`src/source/load_pkg.sv`:
```
// load unit shared types
`default_nettype none

package load_pkg;

    // ------------------------------
    // widths
    // ------------------------------
    localparam int unsigned XLEN          = 64;
    // cache index, same bits as the page offset
    localparam int unsigned PAGE_OFFSET_W = 12;
    // physical tag covers paddr[55:12]
    localparam int unsigned TAG_W         = 44;
    localparam int unsigned TRANS_ID_W    = 3;

    // load operators, double first
    typedef enum logic [2:0] {LD, LW, LWU, LH, LHU, LB, LBU} load_op_e;

    // controller states
    typedef enum logic [2:0] {IDLE, WAIT_GNT, SEND_TAG, ABORT_TRANSLATION, WAIT_FLUSH} load_state_e;

    // incoming load from issue
    typedef struct packed {
        load_op_e               operator;
        logic [TRANS_ID_W-1:0]  trans_id;
        logic [XLEN-1:0]        vaddr;
        logic [XLEN/8-1:0]      be;
    } load_req_t;

    // finished load back to writeback
    typedef struct packed {
        logic [TRANS_ID_W-1:0]  trans_id;
        logic [XLEN-1:0]        result;
    } load_resp_t;

    // request side of the data cache port
    typedef struct packed {
        logic [PAGE_OFFSET_W-1:0] index;
        logic [TAG_W-1:0]         tag;
        logic [XLEN/8-1:0]        be;
        logic                     data_req;
        logic                     tag_valid;
        logic                     kill_req;
    } dcache_req_t;

    // one outstanding load, enough to align its data later
    typedef struct packed {
        logic [TRANS_ID_W-1:0]  trans_id;
        logic [2:0]             offset;
        load_op_e               operator;
        logic                   killed;
    } queue_entry_t;

endpackage

`default_nettype wire

```
`src/source/load_align.sv`:
```
// load data alignment and extension
`timescale 1ns/1ps
`default_nettype none

module load_align import load_pkg::*; (
    input  queue_entry_t    head_i,
    input  logic [XLEN-1:0] data_rdata_i,
    output logic [XLEN-1:0] result_o
);

    // returned word moved down so the field starts at bit 0
    logic [XLEN-1:0] shifted;

    assign shifted = data_rdata_i >> {head_i.offset, 3'b000};

    // ------------------------------
    // field select and extend
    // ------------------------------
    always_comb begin
        case (head_i.operator)
            // word, signed and unsigned
            LW: begin
                result_o = {{32{shifted[31]}}, shifted[31:0]};
            end
            LWU: begin
                result_o = {32'b0, shifted[31:0]};
            end
            // half word
            LH: begin
                result_o = {{48{shifted[15]}}, shifted[15:0]};
            end
            LHU: begin
                result_o = {48'b0, shifted[15:0]};
            end
            // byte
            LB: begin
                result_o = {{56{shifted[7]}}, shifted[7:0]};
            end
            LBU: begin
                result_o = {56'b0, shifted[7:0]};
            end
            // double is always aligned, whole word as is
            default: begin
                result_o = data_rdata_i;
            end
        endcase
    end

endmodule

`default_nettype wire

```
`src/source/load_ctrl.sv`:
```
// load request controller
`timescale 1ns/1ps
`default_nettype none

module load_ctrl import load_pkg::*; (
    input  logic            clk_i,
    input  logic            rst_ni,
    input  logic            flush_i,
    // load from issue
    input  load_req_t       req_i,
    input  logic            valid_i,
    output logic            ready_o,
    // address translation
    output logic            translation_req_o,
    input  logic [XLEN-1:0] paddr_i,
    input  logic            translation_valid_i,
    // store buffer check
    input  logic            page_offset_matches_i,
    // data cache
    output dcache_req_t     dcache_o,
    input  logic            data_gnt_i,
    input  logic            data_rvalid_i,
    // response queue
    output logic            push_o,
    output queue_entry_t    entry_o,
    input  logic            empty_i
);

    load_state_e      state_q, state_d;
    // physical tag, sent the cycle after the grant
    logic [TAG_W-1:0] tag_q;
    logic             tag_load;
    // try to start the load sitting on req_i
    logic             issue;

    // queue entry straight from the request
    assign entry_o.trans_id = req_i.trans_id;
    assign entry_o.offset   = req_i.vaddr[2:0];
    assign entry_o.operator = req_i.operator;
    assign entry_o.killed   = 1'b0;

    // ------------------------------
    // next state
    // ------------------------------
    always_comb begin
        state_d           = state_q;
        ready_o           = 1'b0;
        translation_req_o = 1'b0;
        push_o            = 1'b0;
        tag_load          = 1'b0;
        issue             = 1'b0;
        // index comes from the untranslated address
        dcache_o.index     = req_i.vaddr[PAGE_OFFSET_W-1:0];
        dcache_o.tag       = tag_q;
        dcache_o.be        = req_i.be;
        dcache_o.data_req  = 1'b0;
        dcache_o.tag_valid = 1'b0;
        dcache_o.kill_req  = 1'b0;

        case (state_q)
            IDLE: begin
                issue = 1'b1;
            end
            SEND_TAG: begin
                // tag for last cycle's grant, next load may overlap
                dcache_o.tag_valid = 1'b1;
                issue              = 1'b1;
            end
            WAIT_GNT: begin
                // hold the request until the cache takes it
                dcache_o.data_req = 1'b1;
                if (data_gnt_i) begin
                    push_o  = 1'b1;
                    ready_o = 1'b1;
                    state_d = SEND_TAG;
                end
            end
            ABORT_TRANSLATION: begin
                // drop whatever the cache accepted on the miss
                dcache_o.tag_valid = 1'b1;
                dcache_o.kill_req  = 1'b1;
                translation_req_o  = valid_i;
                if (!valid_i) begin
                    state_d = IDLE;
                end else if (translation_valid_i) begin
                    issue = 1'b1;
                end
            end
            WAIT_FLUSH: begin
                // no new loads until the old ones are gone
                if (empty_i) begin
                    state_d = IDLE;
                end
            end
            default: begin
                state_d = IDLE;
            end
        endcase

        // ------------------------------
        // shared issue path
        // ------------------------------
        if (issue) begin
            state_d = IDLE;
            if (!valid_i) begin
                ready_o = 1'b1;
            end else begin
                // translate early, even if a store conflict stalls us
                translation_req_o = 1'b1;
                if (!page_offset_matches_i) begin
                    dcache_o.data_req = 1'b1;
                    if (!translation_valid_i) begin
                        // tlb miss, kill next cycle and wait for the walk
                        state_d = ABORT_TRANSLATION;
                    end else begin
                        tag_load = 1'b1;
                        if (data_gnt_i) begin
                            push_o  = 1'b1;
                            ready_o = 1'b1;
                            state_d = SEND_TAG;
                        end else begin
                            state_d = WAIT_GNT;
                        end
                    end
                end
            end
        end

        // flush drops the current request, queued loads get killed in the queue
        if (flush_i) begin
            translation_req_o = 1'b0;
            dcache_o.data_req = 1'b0;
            push_o            = 1'b0;
            ready_o           = 1'b0;
            tag_load          = 1'b0;
            state_d           = (!empty_i || data_rvalid_i) ? WAIT_FLUSH : IDLE;
        end
    end

    always_ff @(posedge clk_i or negedge rst_ni) begin
        if (!rst_ni) begin
            state_q <= IDLE;
        end else begin
            state_q <= state_d;
        end
    end

    // paddr[55:12], taken in the issue cycle
    always_ff @(posedge clk_i) begin
        if (tag_load) begin
            tag_q <= paddr_i[PAGE_OFFSET_W+TAG_W-1:PAGE_OFFSET_W];
        end
    end

    // ------------------------------
    // checks
    // ------------------------------
    // a queued load is granted now and tagged exactly one cycle later
    assert property (@(posedge clk_i) disable iff (!rst_ni)
        push_o |-> data_gnt_i ##1 dcache_o.tag_valid)
        else $error("load pushed without grant or not tagged next cycle");

    // a kill is a tag phase and never hits a load that was just queued
    assert property (@(posedge clk_i) disable iff (!rst_ni)
        dcache_o.kill_req |-> dcache_o.tag_valid && !$past(push_o))
        else $error("kill_req outside tag phase or after a push");

endmodule

`default_nettype wire

```
`src/source/load_queue.sv`:
```
// in-flight load queue
`timescale 1ns/1ps
`default_nettype none

module load_queue import load_pkg::*; #(
    parameter int unsigned QUEUE_DEPTH = 2
) (
    input  logic         clk_i,
    input  logic         rst_ni,
    input  logic         flush_i,
    input  logic         push_i,
    input  queue_entry_t entry_i,
    input  logic         data_rvalid_i,
    output queue_entry_t head_o,
    output logic         empty_o,
    output logic         valid_o
);

    localparam int unsigned PTR_W = (QUEUE_DEPTH > 1) ? $clog2(QUEUE_DEPTH) : 1;
    localparam int unsigned CNT_W = $clog2(QUEUE_DEPTH + 1);

    queue_entry_t [QUEUE_DEPTH-1:0] mem_q;
    logic [PTR_W-1:0]               wr_ptr_q;
    logic [PTR_W-1:0]               rd_ptr_q;
    logic [CNT_W-1:0]               count_q;
    logic                           full;
    logic                           pop;

    // responses come back in order, so every rvalid retires the head
    assign pop     = data_rvalid_i;
    assign empty_o = (count_q == '0);
    assign full    = (count_q == CNT_W'(QUEUE_DEPTH));
    assign head_o  = mem_q[rd_ptr_q];
    // killed loads are eaten here
    assign valid_o = pop && !head_o.killed && !flush_i;

    always_ff @(posedge clk_i or negedge rst_ni) begin
        if (!rst_ni) begin
            wr_ptr_q <= '0;
            rd_ptr_q <= '0;
            count_q  <= '0;
        end else begin
            if (push_i) begin
                wr_ptr_q <= (wr_ptr_q == PTR_W'(QUEUE_DEPTH - 1)) ? '0 : wr_ptr_q + 1'b1;
            end
            if (pop) begin
                rd_ptr_q <= (rd_ptr_q == PTR_W'(QUEUE_DEPTH - 1)) ? '0 : rd_ptr_q + 1'b1;
            end
            count_q <= count_q + CNT_W'(push_i) - CNT_W'(pop);
        end
    end

    // entry storage, flush marks everything killed
    always_ff @(posedge clk_i) begin
        if (flush_i) begin
            for (int i = 0; i < QUEUE_DEPTH; i++) begin
                mem_q[i].killed <= 1'b1;
            end
        end
        if (push_i) begin
            mem_q[wr_ptr_q]        <= entry_i;
            mem_q[wr_ptr_q].killed <= entry_i.killed | flush_i;
        end
    end

    // ------------------------------
    // checks
    // ------------------------------
    assert property (@(posedge clk_i) disable iff (!rst_ni) push_i |-> !full || pop)
        else $error("push into full load queue");

    // cache must not answer more loads than were granted
    assert property (@(posedge clk_i) disable iff (!rst_ni) data_rvalid_i |-> !empty_o)
        else $error("rvalid with no load outstanding");

endmodule

`default_nettype wire

```
`src/source/load_unit.sv`:
```
// load unit top
`timescale 1ns/1ps
`default_nettype none

module load_unit import load_pkg::*; #(
    parameter int unsigned QUEUE_DEPTH = 2
) (
    input  logic            clk_i,
    input  logic            rst_ni,
    input  logic            flush_i,
    // issue side
    input  load_req_t       req_i,
    input  logic            valid_i,
    output logic            ready_o,
    // writeback side
    output logic            valid_o,
    output load_resp_t      resp_o,
    // mmu
    output logic            translation_req_o,
    output logic [XLEN-1:0] vaddr_o,
    input  logic [XLEN-1:0] paddr_i,
    input  logic            translation_valid_i,
    // store check, compares against vaddr_o
    input  logic            page_offset_matches_i,
    // data cache
    output dcache_req_t     dcache_o,
    input  logic            data_gnt_i,
    input  logic            data_rvalid_i,
    input  logic [XLEN-1:0] data_rdata_i
);

    logic         push;
    logic         empty;
    queue_entry_t new_entry;
    queue_entry_t head;

    // virtual address goes straight to the mmu
    assign vaddr_o         = req_i.vaddr;
    assign resp_o.trans_id = head.trans_id;

    load_ctrl i_ctrl (
        .clk_i                 ( clk_i                 ),
        .rst_ni                ( rst_ni                ),
        .flush_i               ( flush_i               ),
        .req_i                 ( req_i                 ),
        .valid_i               ( valid_i               ),
        .ready_o               ( ready_o               ),
        .translation_req_o     ( translation_req_o     ),
        .paddr_i               ( paddr_i               ),
        .translation_valid_i   ( translation_valid_i   ),
        .page_offset_matches_i ( page_offset_matches_i ),
        .dcache_o              ( dcache_o              ),
        .data_gnt_i            ( data_gnt_i            ),
        .data_rvalid_i         ( data_rvalid_i         ),
        .push_o                ( push                  ),
        .entry_o               ( new_entry             ),
        .empty_i               ( empty                 )
    );

    load_queue #(
        .QUEUE_DEPTH ( QUEUE_DEPTH )
    ) i_queue (
        .clk_i         ( clk_i         ),
        .rst_ni        ( rst_ni        ),
        .flush_i       ( flush_i       ),
        .push_i        ( push          ),
        .entry_i       ( new_entry     ),
        .data_rvalid_i ( data_rvalid_i ),
        .head_o        ( head          ),
        .empty_o       ( empty         ),
        .valid_o       ( valid_o       )
    );

    // head entry decides how the returned word is cut
    load_align i_align (
        .head_i       ( head          ),
        .data_rdata_i ( data_rdata_i  ),
        .result_o     ( resp_o.result )
    );

endmodule

`default_nettype wire
```
`config.mk`:
```
export PLATFORM = sky130hd
export DESIGN_NAME = load_unit
export DESIGN_NICKNAME = d
export VERILOG_FILES = /design/src/source/load_pkg.sv /design/src/source/load_align.sv /design/src/source/load_ctrl.sv /design/src/source/load_queue.sv /design/src/source/load_unit.sv
export SDC_FILE = /design/constraint.sdc
export NUM_CORES = 1
export LEC_CHECK = 0
export ABC_AREA = 1
export BUFFER_PORTS_ARGS = -buffer_cell sky130_fd_sc_hd__buf_2
export CAP_MARGIN = 20
export CORE_AREA = 4 4 159 161
export CTS_CLUSTER_SIZE = 12
export DETAILED_ROUTE_END_ITERATION = 10
export DIE_AREA = 0 0 163 165
export PLACE_DENSITY = 0.56
export SETUP_SLACK_MARGIN = 0.15
export SLEW_MARGIN = 20
export SYNTH_ARGS = -nofsm -noshare
export SYNTH_HDL_FRONTEND = slang
export SYNTH_SLANG_ARGS = --single-unit
export TNS_END_PERCENT = 20
```
`constraint.sdc`:
```
create_clock -name clk_i -period 4.78 [get_ports clk_i]
set_input_delay 0.717 -clock clk_i [delete_from_list [all_inputs] [get_ports clk_i]]
set_output_delay 0.717 -clock clk_i [all_outputs]
set_load 0.02 [all_outputs]
```
=== After elaboration in Yosys (flattened, before gate mapping) ===
Index checks and enable logic that the tools add are counted.

* Logic and storage cells: 101
* Bits of input ports: 214
* Register bits after elaboration: 71

* Order comparisons: 3
* Shift operators: 1
* Reductions and logical operators: 12
* Add/sub/neg operators: 4
* Mux-type cells: 54
* Equality and inequality tests: 14

{| class="wikitable"
|+ Operators with widths
! operator !! count
|-
| $pmux 64 s6 || 1
|-
| $shr 64x6->32 || 1
|-
| $bwmux 20 || 2
|-
| $mux 1 || 33
|-
| $mux 10 || 3
|-
| $mux 3 || 9
|-
| $demux 10 s1 || 2
|-
| $eq 3x2->1 const B || 4
|-
| $eq 3x3->1 const B || 4
|-
| $pmux 3 s4 || 1
|-
| $mux 11 || 1
|-
| $ne 4x3->1 const B || 2
|-
| $eq 3x1->1 const B || 2
|-
| $lt 1x2->1 const B || 2
|-
| $ne 4x2->1 const B || 1
|-
| $reduce_and 4->1 || 1
|-
| $reduce_or 2->1 || 2
|-
| $logic_and 1x1->1 || 3
|-
| $logic_not 1->1 || 3
|-
| $logic_not 3->1 || 1
|-
| $ne 3x1->1 const B || 1
|-
| $add 1x1->1 const B || 2
|-
| $add 2x1->2 || 1
|-
| $logic_not 2->1 || 1
|-
| other kinds (5) || 5
|}

=== Logic depth before layout (Yosys ltp) ===
* Word-level depth: 10
* Mapped depth: 12

=== Cells and area by module ===
A second synthesis with hierarchy kept.

* Cell total of the unflattened synthesis: 832
* Area total of the unflattened synthesis: 5,943.2 sq um

{| class="wikitable"
|+ Modules (own cells, without submodules)
! module !! area each (sq um) !! times used !! seq. area each (sq um) !! cells an instance
|-
| load_align || 2,623.8 || 1 || 0.0 || 547
|-
| load_ctrl || 1,845.5 || 1 || 1,396.3 || 128
|-
| load_queue || 993.5 || 1 || 680.7 || 93
|-
| load_unit || 480.5 || 1 || 0.0 || 64
|}

=== Worst setup path after synthesis ===
Ideal clock, no wire load.

* Path type: reg-to-reg
* From: register i_ctrl.state_q[2]
* To: register i_ctrl.tag_q[0] (enable)
* Setup time: 0.500 ns
* Buffers on the path: 0
* Stages on the path, launching flop included: 8
* Arrival: 4.207 ns
* Required time: 4.280 ns
* Slack: 0.072 ns
* Cell sequence: dfrtp_1 inv_1 nand2_1 nor2_1 nand3_1 nand2_1 nand2_1 nor3_1

* Word-level cells in the longest chain between the ends: 5

{| class="wikitable"
|+ Ends and longest elaborated chain
! element !! line !! source
|-
| start, declared || load_ctrl.sv:29 || <nowiki>load_state_e state_q, state_d;</nowiki>
|-
| start signal, assigned || load_ctrl.sv:144 || <nowiki>state_q <= state_d;</nowiki>
|-
| $eq 3x2->1 / $logic_not 3->1 (equally long branches) || load_ctrl.sv:60 || <nowiki>case (state_q)</nowiki>
|-
| $reduce_or 2->1 (no line) || - ||
|-
| $pmux 1 s2 * || load_ctrl.sv:60 ||
|-
| $mux 1 * || load_ctrl.sv:103 || <nowiki>if (issue) begin</nowiki>
|-
| $mux 1 * || load_ctrl.sv:130 || <nowiki>if (flush_i) begin</nowiki>
|-
| net i_ctrl.tag_load || load_ctrl.sv:32 || <nowiki>logic tag_load;</nowiki>
|-
| end signal, assigned || load_ctrl.sv:151 || <nowiki>tag_q <= paddr_i[PAGE_OFFSET_W+TAG_W-1:PAGE_OFFSET_W];</nowiki>
|-
| end, declared || load_ctrl.sv:31 || <nowiki>logic [TAG_W-1:0] tag_q;</nowiki>
|}

Mark *: on every way through the listed nets, which the timed path passes. The rest lies on a longest branch.
A chain may end at the register's enable or synchronous reset.

==> impl_metrics.env <==
export IMPL_fp_dieW_um=163
export IMPL_slew_headroom=0.457
export IMPL_finish_utilization=0.307
export IMPL_syn_instance_count=902
export IMPL_cts_max_level=3
export IMPL_ir_drop_mv=0.264
export IMPL_grt_overflow=0
export IMPL_max_freq_mhz=251
export IMPL_synth_xor_area_frac=0.00417
export IMPL_critPathArrivalTime_ns=3.27
export IMPL_ys_top_cells_by_area="edfxtp_1, nand2_1, nand3_1, buf_4, nand4_1"
export IMPL_io_pins=415
export IMPL_layout_drive_gt1_share=0.289
export IMPL_leakage_nw=3.76
export IMPL_hold_violations=0
export IMPL_ctsHoldBuffers=0
export IMPL_synth_top_area_cell="edfxtp_1"
export IMPL_ys_ff_latch=71
export IMPL_syn_area_sq_um=6310
export IMPL_worst_path_buf_inv=4
export IMPL_grt_max_degree=55
export IMPL_cp_start_kind="flip-flop"
export IMPL_max_stage_delay_ns=0.51
export IMPL_grt_pass1_vias=6055
export IMPL_viasPerCell=4.88
export IMPL_drtIter0Drc=454
export IMPL_ys_types=32
export IMPL_grt_antenna_before_repair=3
export IMPL_ff2ff_setup_slack_ns=2.34
export IMPL_synth_compound_area_frac=0.0363
export IMPL_dpl_hpwl_um=16600
export IMPL_cts_tree="yes"
export IMPL_synth_top_flop_cell="edfxtp_1"
export IMPL_die_y_um=165
export IMPL_synthAdderAreaFrac=0.00397
export IMPL_power_density_nw_per_um2=638
export IMPL_num_rows=57
export IMPL_port_buffers=247
export IMPL_synth_simple_area_share=0.413
export IMPL_synth_top_cell_area_share=0.295
export IMPL_grt_pass1_wl_um=33200
export IMPL_syn_avg_cell_area_sq_um=6.99
export IMPL_final_cells=1355
export IMPL_clkLatencyLatePin_ns=0.32
export IMPL_routedWlPerCell_um=16.4
export IMPL_crit_family="buffers and inverters"
export IMPL_synth_top_family_by_area="simple AND/OR/NAND/NOR gates"
export IMPL_crit_required_ns=4.06
export IMPL_cts_buffer_depth=2
export IMPL_fill_cells=2710
export IMPL_fin_crit_ns=3.99
export IMPL_clockRootBuffer="clkbuf_16"
export IMPL_nNetsFinal=1242
export IMPL_drc=0
export IMPL_yosysMostFrequentCell="nand2_1"
export IMPL_placed_cells=1339
export IMPL_cts_setup_buffers=0
export IMPL_cts_resized=0
export IMPL_numCtsBuffers=9
export IMPL_critPathKind="reg -> out"
export IMPL_cp_slowest_cell="dfrtp_1"
export IMPL_vias=6617
export IMPL_first_pass_iters=5
export IMPL_fp_dieArea_sq_um=26900
export IMPL_endpoint_kind="output port"
export IMPL_synthMuxAreaShare=0
export IMPL_synthArstFlopShare=0.0986
export IMPL_setup_violations_final=0
export IMPL_skew_ns=0.00762
export IMPL_drt_wl_total_um=22200
export IMPL_timing_hold_ws_ns=0.235
export IMPL_timing_rr_start="i_ctrl.state_q[2]"
export IMPL_finalCritPeriodShare=0.835
export IMPL_status="complete, no violations"
export IMPL_synthesis_nets=1118
export IMPL_power_total_mw=4.69
export IMPL_tns_ns=0
export IMPL_ant_nets=0
export IMPL_tightest_slew_ns=0.812
export IMPL_core_area_sq_um=24000
export IMPL_seq_area_frac_synth=0.329
export IMPL_cts_sinks=71
export IMPL_synth_commonest_cells="nand2_1, nand3_1, nand4_1"
export IMPL_hp_class="in -> async"
export IMPL_gp_congestion=0.853
export IMPL_rsz0062_at_grt="false"
export IMPL_crit_fanout=44
export IMPL_syn_to_final_growth_pct=16.5
export IMPL_crit_chain="buf_4, nand2_1, nand2_1, buf_4, nand3_1, nand3_1, nand3_2, buf_12, nand4_1, buf_2"
export IMPL_synth_enable_flop_cells=62
export IMPL_grt_usage=0.155
export IMPL_drv_cap=0
export IMPL_ys_warn_count=0
export IMPL_reg2reg_depth=9
export IMPL_start_util=0.263
export IMPL_crit_cells=10
export IMPL_slew_viol_final=0
export IMPL_clk_pin_slew_ns=0.06
-- placed cells by master, fill, tap and decap left out, drive strengths merged --
| master | count |
|---|---|
| a211oi | 1 |
| or3 | 1 |
| dfrtp | 7 |
| clkbuf | 10 |
| ha | 2 |
| nor3 | 1 |
| clkinvlp | 2 |
| nand2 | 261 |
| edfxtp | 62 |
| xor2 | 1 |
| buf | 261 |
| nand3 | 155 |
| a21oi | 17 |
| bufinv | 1 |
| diode | 1 |
| nand4 | 100 |
| clkinv | 2 |
| dfxtp | 2 |
| inv | 82 |
| or2 | 4 |
| xnor2 | 2 |
| nor2 | 34 |
| o21ai | 19 |
| o211ai | 3 |
-- logic make-up (layout without fill, tap and decap cells) --
family | Yosys count | in the layout
flip-flops | 71 | 71
AND/OR/NAND/NOR | 556 | 556
buffers and inverters | 230 | 358
other | 0 | 1
AO/OA/AOI/OAI | 40 | 40
adder cells (fa/ha/maj) | 2 | 2
XOR/XNOR | 3 | 3
-- area by class of cell --
cell class,instances,area [sq um],share of cell area
sequential,71,2080,0.283
clock inverter,5,58.8,0.00800
tap,324,405,0.0551
clock buffer,10,229,0.0311
inverter,82,308,0.0419
timing repair buffer,261,1350,0.184
multi-input combinational,601,2920,0.397
antenna,1,2.50,0.000340
-- layer usage --
metal,share of wire,global-route usage,wire length [um],vias up
li1,-,-,-,3210
met1,0.39,0.183,8600,3041
met2,0.49,0.270,10800,299
met3,0.094,0.0444,2080,61
met4,0.030,0.0503,660,6
met5,0.0017,0,38,-
-- worst reg2reg max path, cell delays in order, from the launching register on --
cell and delay, ns:
dfrtp_1 0.38, inv_1 0.09, nand2_1 0.07, nor2_1 0.20, nand3_1 0.10, nand2_1 0.13
nand2_1 0.09, nand2_1 0.14, nand3_1 0.19, nor2_1 0.67
-- stage by stage --
step	setup WS, ns	cell area, sq um
4_1_cts	0.777	7350
2_1_floorplan	1.42	6310
6_report	0.791	7350
3_5_place_dp	1.14	7060
3_3_place_gp	1.05	7050
5_1_grt	0.536	7350
-- worst max-delay path by stage --
stage	from	to	slack [ns]
floorplan	i_ctrl.state_q[2]	i_ctrl.tag_q[0]	1.42
global placement	i_queue.rd_ptr_q	resp_o[47]	1.05
detailed placement	i_queue.rd_ptr_q	resp_o[30]	1.14
CTS	i_queue.rd_ptr_q	resp_o[30]	0.78
global route	i_queue.rd_ptr_q	resp_o[23]	0.54
finish	i_queue.rd_ptr_q	resp_o[31]	0.79
-- power by group --
group / switching (mW) / internal, mW
sequential: 0.0261 / 0.717
clock: 0.240 / 0.402
combinational: 2.31 / 0.998
total: 2.58 / 2.12
Power figures use the tool's default switching activity.
